[config.mk]
export PLATFORM = sky130hd
export DESIGN_NAME = glb_bank
export DESIGN_NICKNAME = d
export VERILOG_FILES = /design/src/glb_pkg.sv /design/src/glb_bank.sv
export VERILOG_INCLUDE_DIRS = /design/src /design/src/src
export SDC_FILE = /design/constraint.sdc
export NUM_CORES = 1
export LEC_CHECK = 0
export BUFFER_PORTS_ARGS = -buffer_cell sky130_fd_sc_hd__buf_2
export CORE_MARGIN = 3
export CORE_UTILIZATION = 25
export CTS_BUF_LIST = sky130_fd_sc_hd__clkbuf_4 sky130_fd_sc_hd__clkbuf_8
export CTS_CLUSTER_SIZE = 25
export DETAILED_ROUTE_END_ITERATION = 12
export GPL_TIMING_DRIVEN = 0
export PLACE_DENSITY_LB_ADDON = 0.08
export SYNTH_ARGS = -nofsm -noshare
export SYNTH_HDL_FRONTEND = slang
export SYNTH_SLANG_ARGS = --single-unit
[constraint.sdc]
create_clock -name clk -period 5 [get_ports clk]
set_clock_uncertainty 0.15 [all_clocks]
set_input_delay 0.5 -clock clk [delete_from_list [all_inputs] [get_ports clk]]
set_output_delay 0.5 -clock clk [all_outputs]
set_load 0.02 [all_outputs]
[src/glb_config.svh]
`ifndef GLB_CONFIG_SVH
`define GLB_CONFIG_SVH

`default_nettype none

// Bank pool geometry
`define GLB_NUM_BANK        8
`define GLB_BANK_WIDTH      16
// Words per bank must be a power of two
`define GLB_BANK_WORDS      16

// Port side
`define GLB_ADDR_WIDTH      12
`define GLB_NUM_WRPORT      2
`define GLB_NUM_RDPORT      2
`define GLB_MAXPAR          4

// Derived widths
`define GLB_BANK_IDX_W      ($clog2(`GLB_NUM_BANK))
`define GLB_BANK_AW         ($clog2(`GLB_BANK_WORDS))
`define GLB_PAR_W           ($clog2(`GLB_MAXPAR) + 1)

`default_nettype wire

`endif
[src/glb_pkg.sv]
`include "glb_config.svh"

`default_nettype none

package glb_pkg;

    // ==========================================================
    // Port configuration
    // ==========================================================

    // Banks owned by the port and banks covered per access
    typedef struct packed {
        logic [`GLB_NUM_BANK-1:0]   bank_mask;
        logic [`GLB_PAR_W-1:0]      par;
    } glb_port_cfg_t;

    // ==========================================================
    // Port traffic
    // ==========================================================

    // Word k lands in the k-th bank of the active group
    typedef struct packed {
        logic [`GLB_ADDR_WIDTH-1:0]                     addr;
        logic [`GLB_MAXPAR-1:0][`GLB_BANK_WIDTH-1:0]    data;
    } glb_wr_req_t;

    typedef struct packed {
        logic [`GLB_MAXPAR-1:0][`GLB_BANK_WIDTH-1:0]    word;
    } glb_rd_data_t;

    // ==========================================================
    // Bank traffic
    // ==========================================================

    // Full port address rides along for the progress pointers
    typedef struct packed {
        logic [`GLB_BANK_AW-1:0]        waddr;
        logic [`GLB_BANK_WIDTH-1:0]     wdata;
        logic [`GLB_ADDR_WIDTH-1:0]     port_addr;
    } glb_bank_wr_t;

    typedef struct packed {
        logic [`GLB_BANK_AW-1:0]        raddr;
        logic [`GLB_ADDR_WIDTH-1:0]     port_addr;
    } glb_bank_rd_t;

endpackage

`default_nettype wire

[src/glb_bank.sv]
`include "glb_config.svh"

`default_nettype none

module glb_bank (
    input  wire logic                       clk,
    input  wire logic                       rst_n,
    input  wire logic                       wr_vld_i,
    output logic                            wr_rdy_o,
    input  wire glb_pkg::glb_bank_wr_t      wr_i,
    input  wire logic                       rd_addr_vld_i,
    output logic                            rd_addr_rdy_o,
    input  wire glb_pkg::glb_bank_rd_t      rd_i,
    output logic                            rd_dat_vld_o,
    input  wire logic                       rd_dat_rdy_i,
    output logic [`GLB_BANK_WIDTH-1:0]      rd_dat_o,
    output logic [`GLB_ADDR_WIDTH-1:0]      wr_next_o,
    output logic [`GLB_ADDR_WIDTH-1:0]      rd_next_o
);

    logic [`GLB_BANK_WIDTH-1:0] mem [`GLB_BANK_WORDS];
    logic                       run_q;
    logic                       wr_fire;
    logic                       rd_fire;

    // Ready rises one cycle out of reset
    always_ff @(posedge clk or negedge rst_n) begin
        if (!rst_n) begin
            run_q <= 1'b0;
        end else begin
            run_q <= 1'b1;
        end
    end

    assign wr_rdy_o      = run_q;
    // No new address while the output word is held
    assign rd_addr_rdy_o = run_q & (~rd_dat_vld_o | rd_dat_rdy_i);

    assign wr_fire = wr_vld_i & wr_rdy_o;
    assign rd_fire = rd_addr_vld_i & rd_addr_rdy_o;

    // ==========================================================
    // Storage and read output register
    // ==========================================================

    always_ff @(posedge clk) begin
        if (wr_fire) begin
            mem[wr_i.waddr] <= wr_i.wdata;
        end
        if (rd_fire) begin
            rd_dat_o <= mem[rd_i.raddr];
        end
    end

    always_ff @(posedge clk or negedge rst_n) begin
        if (!rst_n) begin
            rd_dat_vld_o <= 1'b0;
        end else if (rd_fire) begin
            rd_dat_vld_o <= 1'b1;
        end else if (rd_dat_rdy_i) begin
            rd_dat_vld_o <= 1'b0;
        end
    end

    // ==========================================================
    // Progress pointers
    // ==========================================================

    always_ff @(posedge clk or negedge rst_n) begin
        if (!rst_n) begin
            wr_next_o <= '0;
        end else if (wr_fire) begin
            wr_next_o <= wr_i.port_addr + 1'b1;
        end
    end

    always_ff @(posedge clk or negedge rst_n) begin
        if (!rst_n) begin
            rd_next_o <= '0;
        end else if (rd_fire) begin
            rd_next_o <= rd_i.port_addr + 1'b1;
        end
    end

endmodule

`default_nettype wire

==> run summary, run 1 <==
The tools report the clock tree root driver cell as clkbuf_8. The maximum clock frequency is 377 MHz. Setup repair after global routing left no endpoint under its margin. Max-cap violations in this run came to 0. The tools report the launching element type of the critical path as a flip-flop.

The tools report the total number of yosys warnings as 0. The first global-routing pass estimated 46600 µm of wire. The die covers 49000 µm². The tools report the placed wire-length estimate after detailed placement as 21000 µm. Total number of nets in the final design: 802. The critical path capture point type was a flip-flop. The static leakage is 4.77 nW. The worst setup slack after placement is 2.08 ns, and the vertical extent of the die is 221 µm. The cell row count is 78, and the number of antenna violations at the first check in global routing is 0. The synthesized design contains 272 enable-type register cells. By area, the combinational part of the netlist is dominated by multiplexers. The mux contribution to synthesized area is 13.3%. Clock tree synthesis found a total of 298 sinks. The run gives 2.82 ns as the signal arrival time at the worst endpoint. The tools report the final setup TNS as 0 ns. The tightest min-delay check is of the input pin to flip-flop type. The clock tree synthesis step divided the H-tree into 2 levels. The number of global-route vias before repair is 6864.

Quantity of I/O buffers inserted on ports: 92. The biggest area contributor in the post-synthesis netlist is edfxtp_1. The xor/xnor share of the synthesized area is 0.453%.

The floorplan step defined a core boundary enclosing 45600 µm². The tools report the clock buffer count from CTS as 53. The number of logic stages on the critical path including buffering is 5, and the count of vias placed by the detailed router is 6244. The tools report the endpoint of the worst register-to-register path as mem[6][14]$_DFFE_PP_. The worst register-to-register path has a setup slack of 2.35 ns. The run gives 25.5% as the initial cell density of the core. Counting every net in the synthesized netlist gives 631. In this design, the stage delay of the slowest critical-path cell is 0.73 ns. After Yosys synthesis, full adders, half adders and majority gates account for 0.216% of the synthesized area. Grouping stages by cell kind, the critical path spends the most delay in simple AND/OR/NAND/NOR gates.

For the worst-skew pair, the clock arrives at the later sink with an insertion delay of 0.62 ns. The run gives 1285 as the number of cells after detailed placement. The tools report the gate count of the mapped netlist as 576. At the worst endpoint, the required time is 5.17 ns.

Post-synthesis sequential area ratio: 76.0%. Post-CTS repair changed the size of 0 cells. VDD sags by at most 0.152 mV.

The beginning of the worst register-to-register path was wr_rdy_o$_DFF_PN0_. The final critical-path setup slack is 2.35 ns. The detailed router finished its first iteration with 595 violations. The commonest cells after synthesis are 272 x edfxtp_1, 54 x mux4_2, 32 x a22oi_1, 29 x nand2_1, 26 x dfrtp_1. Among all cell types in the netlist, the one instantiated most often is edfxtp_1. Worst setup path category: flip-flop to flip-flop.

Compared with the post-synthesis result, the final layout area differs by 22.5%. Measured along the x axis, the die boundary spans 221 µm. The total global routing overflow came out at 0. The compound-gate portion of the synthesized area is 4.14%, and the buffer and inverter count on the worst path is 2.

The final cycle utilization of the critical path is 53.1%. The critical path starts at wr_rdy_o$_DFF_PN0_. The count of placed standard cells in the final layout, fillers left out is 1385, and the total wirelength of the detailed-routed design is 31700 µm.

The flow ran to the end, and the final reports show no timing, DRC or antenna violations. The detail route stage leaves a number of antenna-violating nets equal to 0. Among all flip-flop cells after synthesis, the most frequent one is edfxtp_1. After synthesis, the netlist uses 35 different library cells. Of all nets on the critical path, the largest fanout is 9. The first-pass iteration count of the detailed router was 8. Setup violations remaining at the end of the flow were counted as 0. The post-route netlist has 36.4% of its cells at a drive strength greater than 1. The number of hold violations in the final report came out at 0. The largest individual stage delay along the critical path comes from the cell nor2_2. TritonCTS built the clock tree. In the post-synthesis netlist, the biggest area contributors are edfxtp_1 70%, mux4_2 10%, dfrtp_1 5.6%, mux4_1 2.3%, a22oi_1 2.1%.

The synthesized area divided by synthesized cell count was 20.1 µm². The logic depth of the worst register-to-register path is 5. Across all hold checks on the routed design, the worst slack comes to 0.0680 ns. After synthesis the cells add up to 11600 µm². The maximum buffer depth of the clock tree was 3; the pin count of the biggest net entering global routing was 27. In this run the tightest slew margin relative to its limit is 37.4%.

The area fraction of the dominant cell type after synthesis works out to 70.4%. Actual transition at the worst max-transition pin: 0.936 ns. The ratio of total power to cell area was 384 nW/µm²; the post-synthesis simple-gate area fraction was 4.00%.

The run gives 96 as the number of ports placed on the die boundary. The routed design could run at a clock period as short as 2.65 ns. The clock slew seen by the registers of the worst setup and hold paths is 0.06 ns, and the final number of max-transition violations is 0. The average detailed-routed wire length per instance came out at 22.9 µm. For this run, the total global-route usage over all layers was measured as 13.0%. The repair_antennas step left the layout with diodes totalling 0. After synthesis the netlist holds a flip-flop and latch count of 298. Routability-driven placement finished with a final weighted congestion of 0.771.

The DRC violation count after routing is 0. The critical path goes through and2_1, clkbuf_1, nand3b_1, nor2_2, buf_8. Dividing the detail-routed via count by the number of cells gives 4.51. In this run the worst setup path terminates at mem[6][14]$_DFFE_PP_. Counting flops with an async set or reset pin after synthesis yields a share of 8.72%.
==> metrics by stage <==
step	power [mW]	area, µm²	util [%]
floorplan	3.07	11600	-
global placement	3.25	12800	28.1
detailed placement	3.26	13100	28.7
CTS	5.57	14200	31.2
global route	5.71	14200	31.2
finish	5.47	14200	31.2
==> kinds of logic after synthesis <==
kind of cell,count (synthesis)
adders and majority gates,2
DFF,298
xor gates and xnor gates,6
muxes,70
AOI/OAI and AO/OA,71
and+or+nand+nor,95
other,1
buffers and inverters,33
==> how the worst min path moves through the flow <==
stage               slack, ns                         to  cells past startpoint                      from
CTS                     0.004  rd_next_o[10]$_DFFE_PN0P_                      3                  rd_i[10]
global placement         0.31   wr_next_o[3]$_DFFE_PN0P_                      2  wr_next_o[3]$_DFFE_PN0P_
finish                   0.07  rd_next_o[10]$_DFFE_PN0P_                      3                  rd_i[10]
detailed placement       0.32   wr_next_o[4]$_DFFE_PN0P_                      2  wr_next_o[4]$_DFFE_PN0P_
global route             0.02   rd_next_o[9]$_DFFE_PN0P_                      3                   rd_i[9]
floorplan                0.05   rd_dat_vld_o$_DFFE_PN0P_                      0                     rst_n
==> power by group <==
part | internal (mW) | switching, mW | total [mW]
sequential | 2.78 | 0.0241 | 2.81
combinational | 0.146 | 0.256 | 0.401
clock | 1.27 | 0.994 | 2.26
total | 4.19 | 1.27 | 5.47
==> cells in the final DEF (no fill, tap or decap), types with 8 or more instances in the layout <==
| master | count |
|---|---|
| edfxtp_1 | 272 |
| o21ai_0 | 11 |
| or3_1 | 8 |
| a22oi_1 | 32 |
| nand3_1 | 13 |
| nand2_1 | 29 |
| buf_6 | 12 |
| clkinv_1 | 8 |
| mux4_2 | 54 |
| mux4_1 | 10 |
| nor2_2 | 9 |
| buf_8 | 9 |
| buf_2 | 99 |
| dfrtp_1 | 26 |
| a31oi_1 | 20 |
| clkbuf_4 | 24 |
| clkbuf_8 | 54 |
==> registers in the layout, indices dropped and copies added, names as in the netlist <==
name / count
wr_rdy_o: 1
rd_dat_o: 16
wr_next_o: 12
rd_next_o: 12
mem: 256
rd_dat_vld_o: 1
==> routing by layer <==
layer | vias up | part of all wire, % | global-route usage, % | wire length, µm
li1 | 2759 | - | - | -
met1 | 3255 | 44 | 17.0 | 14000
met2 | 162 | 49 | 21.3 | 15500
met3 | 68 | 4.2 | 3.06 | 1340
met4 | 0 | 2.8 | 4.38 | 878
met5 | - | 0 | 0 | 0
==> area by class of cell <==
cell class                      count  area [µm²]
Fill cell                        4439       31400
Timing Repair Buffer              116         752
Clock inverter                     17         139
Inverter                            5        18.8
Tap cell                          600         751
Clock buffer                       76         908
Buffer                             28         193
Sequential cell                   298        8820
Multi-Input combinational cell    245        2640
==> worst register-to-register path, cell delays in order, from the launching register on <==
cell and delay (ns):
dfrtp_1 0.39, and2_1 0.14, clkbuf_1 0.38, nand3b_1 0.33, nor2_2 0.73, buf_8 0.25
==> repair_timing <==
action | in CTS | in global routing
endpoints found under the hold margin | 32 | 0
buffers inserted | 0 | 0
hold buffers | 7 | 0
(Power assumes the default switching activity.)
==> run 2, diff against run 1 <==
- ABC_AREA: default -> 1
- clock period: 5 -> 2.4 ns (I/O delays scaled with it)
==> run 2 against run 1 <==
Compared with the run above:
- register-to-register slack worse by 2.1 ns
- worst hold slack worse by 0.032 ns
- sequential power up 110%
- highest routed layer unchanged
- count of clock-buffer cells in the layout up 14
==> run summary, run 2 <==
Leaving out fill and tap cells, the most frequent cell in the layout is nand2_1. In this run the worst hold path is classified as input pin to async pin. The tools report the maximum clock frequency as 428 MHz. The average instance in the mapped netlist occupies 10.2 µm². Relative to the synthesized area, the layout overhead comes to 27.1%. By area the synthesized netlist is led by edfxtp_1 63%, nand2_1 12%, nand3_1 8.3%, inv_1 6.3%, dfrtp_1 5.0%. The multi-input combinational cells in the finished layout cover a total of 3070 µm². The maximum buffer depth of the clock tree was 3. The relative contribution of the clock network to total power came out at 41.6%. Once detail routing completed, the nets flagged for antenna violations numbered 0. For the final number of max-transition violations, the log shows 0. The synthesized netlist occupies a cell area of 13000 µm². Summed over all cells, the static leakage comes to 7.13 nW.

The tools report the count of vias placed by the detailed router as 9328. The sequential cells in the finished layout cover a total of 8820 µm². The number of cells after detailed placement is 2051, and the number of flip-flops under the largest register name is 256. The overall die width was 234 µm; the final setup TNS was 0 ns. For the latest clock arrival within the worst-skew pair, the log shows 0.63 ns. In the post-synthesis netlist, the cell with the most instances is nand2_1.

The tree is rooted in a clkbuf_8. In this run, synthesis inferred 272 flip-flops with an integrated enable. Among all flip-flop cells after synthesis, the most frequent one is edfxtp_1. The logs give 1 for the number of antenna violations at the first check in global routing and 537 for the detailed router's first-iteration violation count. The initial utilization of the core area, before any placement, comes to 25.6%. For this run, the number of standard cells in the final layout without fillers is 2231. For the part of the total power dissipated in sequential elements, the log shows 49.0%. Global routing finished with a remaining overflow of 0. At the pin with the least slew margin, the transition time is 0.871 ns. For this block, the routed nets add up to 41700 µm of wire. The logs give 298 for the total clock sinks and 0 for the number of hold violations in the final report. Global routing consumed, over all layers together, 15.3% of the routing resources. The worst setup path is captured at a flip-flop. The final layout contains 1569 nets. Setup repair after global routing left no endpoint under its margin. After synthesis, the netlist uses 27 different library cells. The design internal power is 8.92 mW, and the final RePlAce weighted congestion is 0.770.

TritonCTS built the clock tree. For the worst setup path, the data arrival time is 2.71 ns. The peak supply drop is 0.351 mV, and the highest fanout seen on the critical path is 5.

The final critical path takes up 97.3% of the cycle. The critical path is of the input pin to flip-flop type. Setup violations remaining at the end of the flow were counted as 0.

The commonest cells after synthesis are 420 x nand2_1, 272 x edfxtp_1, 216 x inv_1, 215 x nand3_1, 29 x nor2_1. The worst setup path is launched from an input pin. The clock slew seen by the registers of the worst setup and hold paths is 0.06 ns, and the cell row count is 82. The total power came out at 11.9 mW. The share of async-settable or async-resettable flops after synthesis was 8.72%; the total core area was 50700 µm². In the routed layout, each cell is associated on average with a via count of 4.18. Register containing the most flip-flops in the final layout: mem.

After routing the design area is 16500 µm². The run gives 0 as the DRC violation count after routing. For this run, the register share of the synthesized area comes to 68.0%. The count of max-cap constraint violations was 0. The total number of yosys warnings was 0; the vertical extent of the die was 234 µm. The run gives 2.77 ns as the required time reported for the critical path endpoint.

Area of the die: 54700 µm². Pin count of the biggest net entering global routing: 27. The run finished with clean final reports. For this run, the detailed router's first-pass iteration total came to 5.

The proportion of total power due to net switching came out at 25.1%. The library cells used most frequently in the layout, excluding fill and tap cells, are 420 x nand2_1, 272 x edfxtp_1, 216 x inv_1, 214 x nand3_1, 119 x buf_2. The quantity of I/O buffers inserted on ports is 93.

In this run the power density over the cells is 722 nW/µm². The average detailed-routed wire length per instance was 18.7 µm; the clock buffer count from CTS was 56. In the synthesized netlist, the number of instances is 1270. The smallest clock period supported by the final layout is computed as 2.34 ns. The logs give 5268 for the number of fill cells in the layout and 9150 for the number of global-route vias before repair. Of the total power, combinational logic draws 9.4%. The H-tree generated during clock tree synthesis spans 2 levels. The placed wire-length estimate after detailed placement came out at 27700 µm. The first global-routing pass estimated 60700 µm of wire. The number of cells on the worst reg-to-reg path is 5. Area fraction of the dominant cell type after synthesis: 63.0%.

The post-route netlist has 17.4% of its cells at a drive strength greater than 1. The net count after synthesis is 1325. Summed over all instances, the cell type with the most area after synthesis is edfxtp_1. For the net load switching power, the log shows 2.99 mW. In the final layout, the registers with the most flip-flops are mem: 256 flops, rd_dat_o: 16 flops. The number of synthesized register bits came out at 298. The tools report the cell area reported after detailed placement as 14600 µm². 96 I/O pins were placed. In this run the tightest slew margin relative to its limit is 42.0%.
run 2: changes by cell type in the layout (fill, tap and decap cells not counted), moves of 8 or more:
| cell | previous run | this run |
|---|---|---|
| buf_2 | 99 | 119 |
| or3_1 | 8 | 0 |
| mux4_2 | 54 | 0 |
| dlygate4sd3_1 | 7 | 76 |
| inv_1 | 5 | 216 |
| mux4_1 | 10 | 0 |
| nand2_1 | 29 | 420 |
| nand3_1 | 13 | 214 |
| a31oi_1 | 20 | 2 |
| a22oi_1 | 32 | 0 |
run 2: kinds of logic (layout without fill, tap and decap cells):
logic type,count (synthesis),after routing,synth area share (%)
XOR/XNOR,6,6,0.405
flip-flops,298,298,68.0
adder cells (fa/ha/maj),2,2,0.193
other,1,3,0.0289
AO/OA/AOI/OAI,15,15,0.598
AND/OR/NAND/NOR,675,675,21.9
buffers and inverters,273,560,8.90
run 2: critical path: stages:
cell,delay (ns)
dlygate4sd3_1,0.52
buf_2,0.13
ha_2,0.20
nand3_2,0.12
nor2_4,0.18
nand3_1,0.08
dlygate4sd3_1,0.56
nand3_1,0.08
dlygate4sd3_1,0.55
nand2_1,0.04
run 2: worst paths after layout:
check,from,to,slack [ns]
setup / recovery,rd_i[0],rd_next_o[8]$_DFFE_PN0P_,0.06
hold / removal,rst_n,rd_next_o[6]$_DFFE_PN0P_,0.04
setup reg to reg,wr_rdy_o$_DFF_PN0_,mem[15][0]$_DFFE_PP_,0.21
hold reg to reg,wr_next_o[6]$_DFFE_PN0P_,wr_next_o[6]$_DFFE_PN0P_,0.32
max in group asynchronous,rst_n,wr_next_o[10]$_DFFE_PN0P_,1.60
min in group clk,wr_i[28],mem[15][14]$_DFFE_PP_,0.07
run 2: repair_timing:
item | 4_1_cts | 5_1_grt
hold buffers | 76 | 0
gates resized for setup | 1 | 9
buffers inserted | 0 | 1
pin swaps | 0 | 1
setup endpoints to repair | 22 | 22
hold endpoints to repair | 316 | 0
run 2: layout make-up:
cell class,count,share of cell area (%)
timing repair buffer,186,9.09
antenna,2,0.0303
clock buffer,90,6.41
inverter,219,5.00
clock inverter,11,0.266
tap,672,5.10
buffer,54,2.02
sequential,298,53.5
multi-input combinational,699,18.6
run 2: stage by stage:
| stage | setup slack [ns] | hold WS [ns] | utilization [%] |
|---|---|---|---|
| 6_report | 0.0645 | 0.0357 | 32.5 |
| 5_1_grt | 0.00746 | 0.0459 | 32.5 |
| 4_1_cts | 0.0361 | 0.00407 | 32.5 |
| 3_5_place_dp | -0.151 | 0.174 | 28.8 |
| 3_3_place_gp | -0.830 | 0.176 | 28.2 |
| 2_1_floorplan | 0.247 | -0.206 | - |
run 2: layer usage:
metal  share of wire [%]  wire, µm  track usage (%)
met5                   0         0                0
met3                 3.7      1550             2.58
met1                  47     19600             21.1
met2                  47     19600             24.9
met4                 2.1       863             4.50
run 2: power by group through the flow:
| stage | sequential [mW] | combinational (mW) | clock [mW] |
|---|---|---|---|
| after floorplan | 6.04 | 0.427 | 0 |
| after global placement | 5.94 | 1.02 | 0 |
| after detailed placement | 5.94 | 1.03 | 0 |
| after CTS | 5.84 | 1.15 | 5.15 |
| after global routing | 5.84 | 1.25 | 5.36 |
| final | 5.84 | 1.12 | 4.95 |
==> run 3, diff against run 2 <==
- clock period: 2.4 -> 2.03 ns (I/O delays scaled with it)
==> run 3 against run 2 <==
Compared with the run above:
- register-to-register slack got worse by 0.08 ns
- wire length grew 0.22%
- largest cell class unchanged
- non-clock buffer count up 4
- clock power is 17% higher
- die area is the same
- global-route usage is essentially flat
==> run summary, run 3 (synthesis gave the netlist of run 2 again) <==
From bottom edge to top edge, the die measures 234 µm. The area of the die was 54700 µm². The cell that appears most often on the critical path is dlygate4sd3_1.

The placed wire-length estimate after detailed placement came out at 27200 µm. Detailed routing inserted a total of 9354 vias. Walking the worst path, the cells encountered are dlygate4sd3_1, buf_4, nand3_2, nand2_1, dlygate4sd3_1, a31oi_1, dlygate4sd3_1.

Of all nets on the critical path, the largest fanout is 4. The count of nets left with antenna violations once routing finished came out at 0. Hold is met by 0.0167 ns. The slowest stage of the critical path is the dlygate4sd3_1 cell. 96 I/O pins were placed.

For the part of the total power dissipated in sequential elements, the log shows 49.1%. Relative to the synthesized area, the layout overhead comes to 28.3%. Register containing the most flip-flops in the final layout: mem. The logs give 56 for the clock buffer count from CTS and 15.4% for the combined global-route utilization of all metal layers. The number of hold violations in the final report was 0. Setup violations remaining at the end of the flow were counted as 0. The pre-antenna-repair detailed-routing pass consisted of 5 iterations. The actual transition at the worst max-transition pin was 0.873 ns. The run gives 82 as the cell row count. The net count of the finished layout is 1573. Overall power consumption after layout is estimated at 14.0 mW. The analysis attributes to cell leakage a power of 7.19 nW. STA classifies the critical path startpoint as an input pin. The min-delay analysis places its worst path in the category input pin to flip-flop. The region available for standard cell placement spans 50700 µm².

Number of global-route vias before repair: 9267. The count of max-cap constraint violations was 0. The latest clock arrival within the worst-skew pair is 0.63 ns, and the shortest period the worst path allows is 1.92 ns.

Leaving out filler cells and counting taps, the final layout contains 2242. The final number of max-transition violations is 0. The flow ran to the end, and the final reports show no timing, DRC or antenna violations.

The top cell types in the final layout, fill and taps aside, are 419 x nand2_1, 272 x edfxtp_1, 215 x inv_1, 213 x nand3_1, 115 x buf_2. In the final timing run, aggregate negative setup slack is 0 ns. Cell internal power was estimated by the tool at 10.5 mW. The total global routing overflow was 0; the area taken by multi-input logic gates was 3130 µm².

Registers take 8820 µm². The initial utilization of the core area, before any placement, comes to 25.6%. Quantity of I/O buffers inserted on ports: 93. The detailed router's first-iteration violation count is 582. The final cycle utilization of the critical path works out to 94.6%. The final RePlAce weighted congestion was 0.766; the per-cell via count in the routed design was 4.17. The largest single stage delay on the critical path is 0.57 ns.

The tools report the relative contribution of the clock network to total power as 41.3%. The buffer and inverter count on the worst path works out to 4. In this design, the largest share of critical-path delay is due to buffers and inverters. Summed over all layers, the routed wires come to 41800 µm. The filler cells instantiated in the layout total 5281. The average detailed-routed wire length per instance was 18.6 µm. Entering global routing, the biggest net connects 27 pins. In this run the tightest slew margin relative to its limit is 41.8%. The logs give 3.56 mW for the net load switching power and 520 MHz for the maximum clock frequency. After detailed routing, the number of remaining DRC violations is 0.

Cells with a size suffix above 1 make up 18.0% of the layout. The register with the most flip-flops in the layout has 256 of them. The setup path with the least slack is of type input pin to flip-flop. The first-pass GRT wire length was 60900 µm. The largest registers in the layout are mem: 256 flops, rd_dat_o: 16 flops.

The number of cells after detailed placement was 2045; the number of antenna violations at the first check in global routing was 0. STA puts the critical path data required time at 2.44 ns. Data arrives at the worst endpoint at 2.33 ns. TritonCTS built the clock tree.

In this run the horizontal extent of the chip is 234 µm. The logs give 2 for the CTS H-tree depth and 3 for the maximum buffer depth of the clock tree. Net switching is 25.4% of the power. For this design the ratio of total power to cell area is 843 nW/µm².

Across the VDD grid, the largest voltage drop is 0.446 mV. Leaving out fill and tap cells, the most frequent cell in the layout is nand2_1. For the share of power burned in combinational logic, the log shows 9.6%.

STA classifies the critical path endpoint as a flip-flop. Setup repair after global routing left no endpoint under its margin. Clock slew seen by the registers of the worst setup and hold paths: 0.06 ns. For the total clock sinks, the log shows 298. The root buffer cell chosen for the clock tree is clkbuf_8.
[run 3: cell types whose count changed in the layout (fill, tap and decap cells not counted), sizes merged]
cell / previous run / this run
inv: 219 / 218
clkinv: 11 / 19
diode: 2 / 5
clkinvlp: 0 / 3
buf: 159 / 168
clkbuf: 95 / 89
dlygate4sd3: 76 / 71
[run 3: routing by layer]
metal	wire, µm	up-vias	part of all wire [%]	GRT usage, %
met1	19900	4533	48	21.1
li1	-	4620	-	-
met2	19700	147	47	25.0
met3	1380	54	3.3	2.53
met5	0	-	0	0
met4	819	0	2.0	4.57
[run 3: final cells by class]
cell class	instances	area share [%]
inverters	219	4.94
clock buffers	84	6.12
repair buffers	190	9.48
diodes	5	0.0751
flip-flops and latches	298	53.0
multi-input cells	699	18.8
clock inverters	21	0.556
well taps	672	5.05
plain buffers	54	2.03
[run 3: repair_timing]
item | CTS | global route
setup buffers | 12 | 4
pin swaps | 9 | 4
endpoints found under the hold margin | 320 | 0
hold buffers | 74 | 0
setup endpoints to repair | 224 | 174
gates resized for setup | 11 | 18
[run 3: power groups by stage]
stage	registers, mW	clock network, mW	logic [mW]
CTS	6.90	6.05	1.37
global route	6.90	6.32	1.49
global placement	7.02	0	1.21
finish	6.90	5.80	1.34
floorplan	7.14	0	0.506
detailed placement	7.02	0	1.23
[run 3: stage by stage]
step	area [µm²]	utilization (%)	setup WS [ns]
floorplan	13000	-	-0.123
global placement	14300	28.2	-1.10
detailed placement	14500	28.6	-0.587
CTS	16500	32.6	-0.373
global route	16600	32.8	0.00639
finish	16600	32.9	0.109
[run 3: path summary, 6_finish.rpt]
| check | depth (start not counted) | start | slack (ns) | to |
|---|---|---|---|---|
| setup / recovery | 7 | wr_i[0] | 0.11 | wr_next_o[3]$_DFFE_PN0P_ |
| hold / removal | 5 | wr_vld_i | 0.02 | wr_next_o[1]$_DFFE_PN0P_ |
| setup reg to reg | 5 | rd_dat_vld_o$_DFFE_PN0P_ | 0.13 | rd_next_o[0]$_DFFE_PN0P_ |
| hold reg to reg | 2 | wr_next_o[1]$_DFFE_PN0P_ | 0.32 | wr_next_o[1]$_DFFE_PN0P_ |
| max in group asynchronous | 4 | rst_n | 1.10 | wr_next_o[7]$_DFFE_PN0P_ |
| min in group asynchronous | 4 | rst_n | 0.45 | rd_next_o[11]$_DFFE_PN0P_ |
[run 3: worst reg2reg max path: cells and delay by family (launching register included)]
kind                   cells  cell delay, ns
flip-flops                 1            0.37
buffers and inverters      2            0.84
AND/OR/NAND/NOR            2            0.31
AO/OA/AOI/OAI              1            0.16
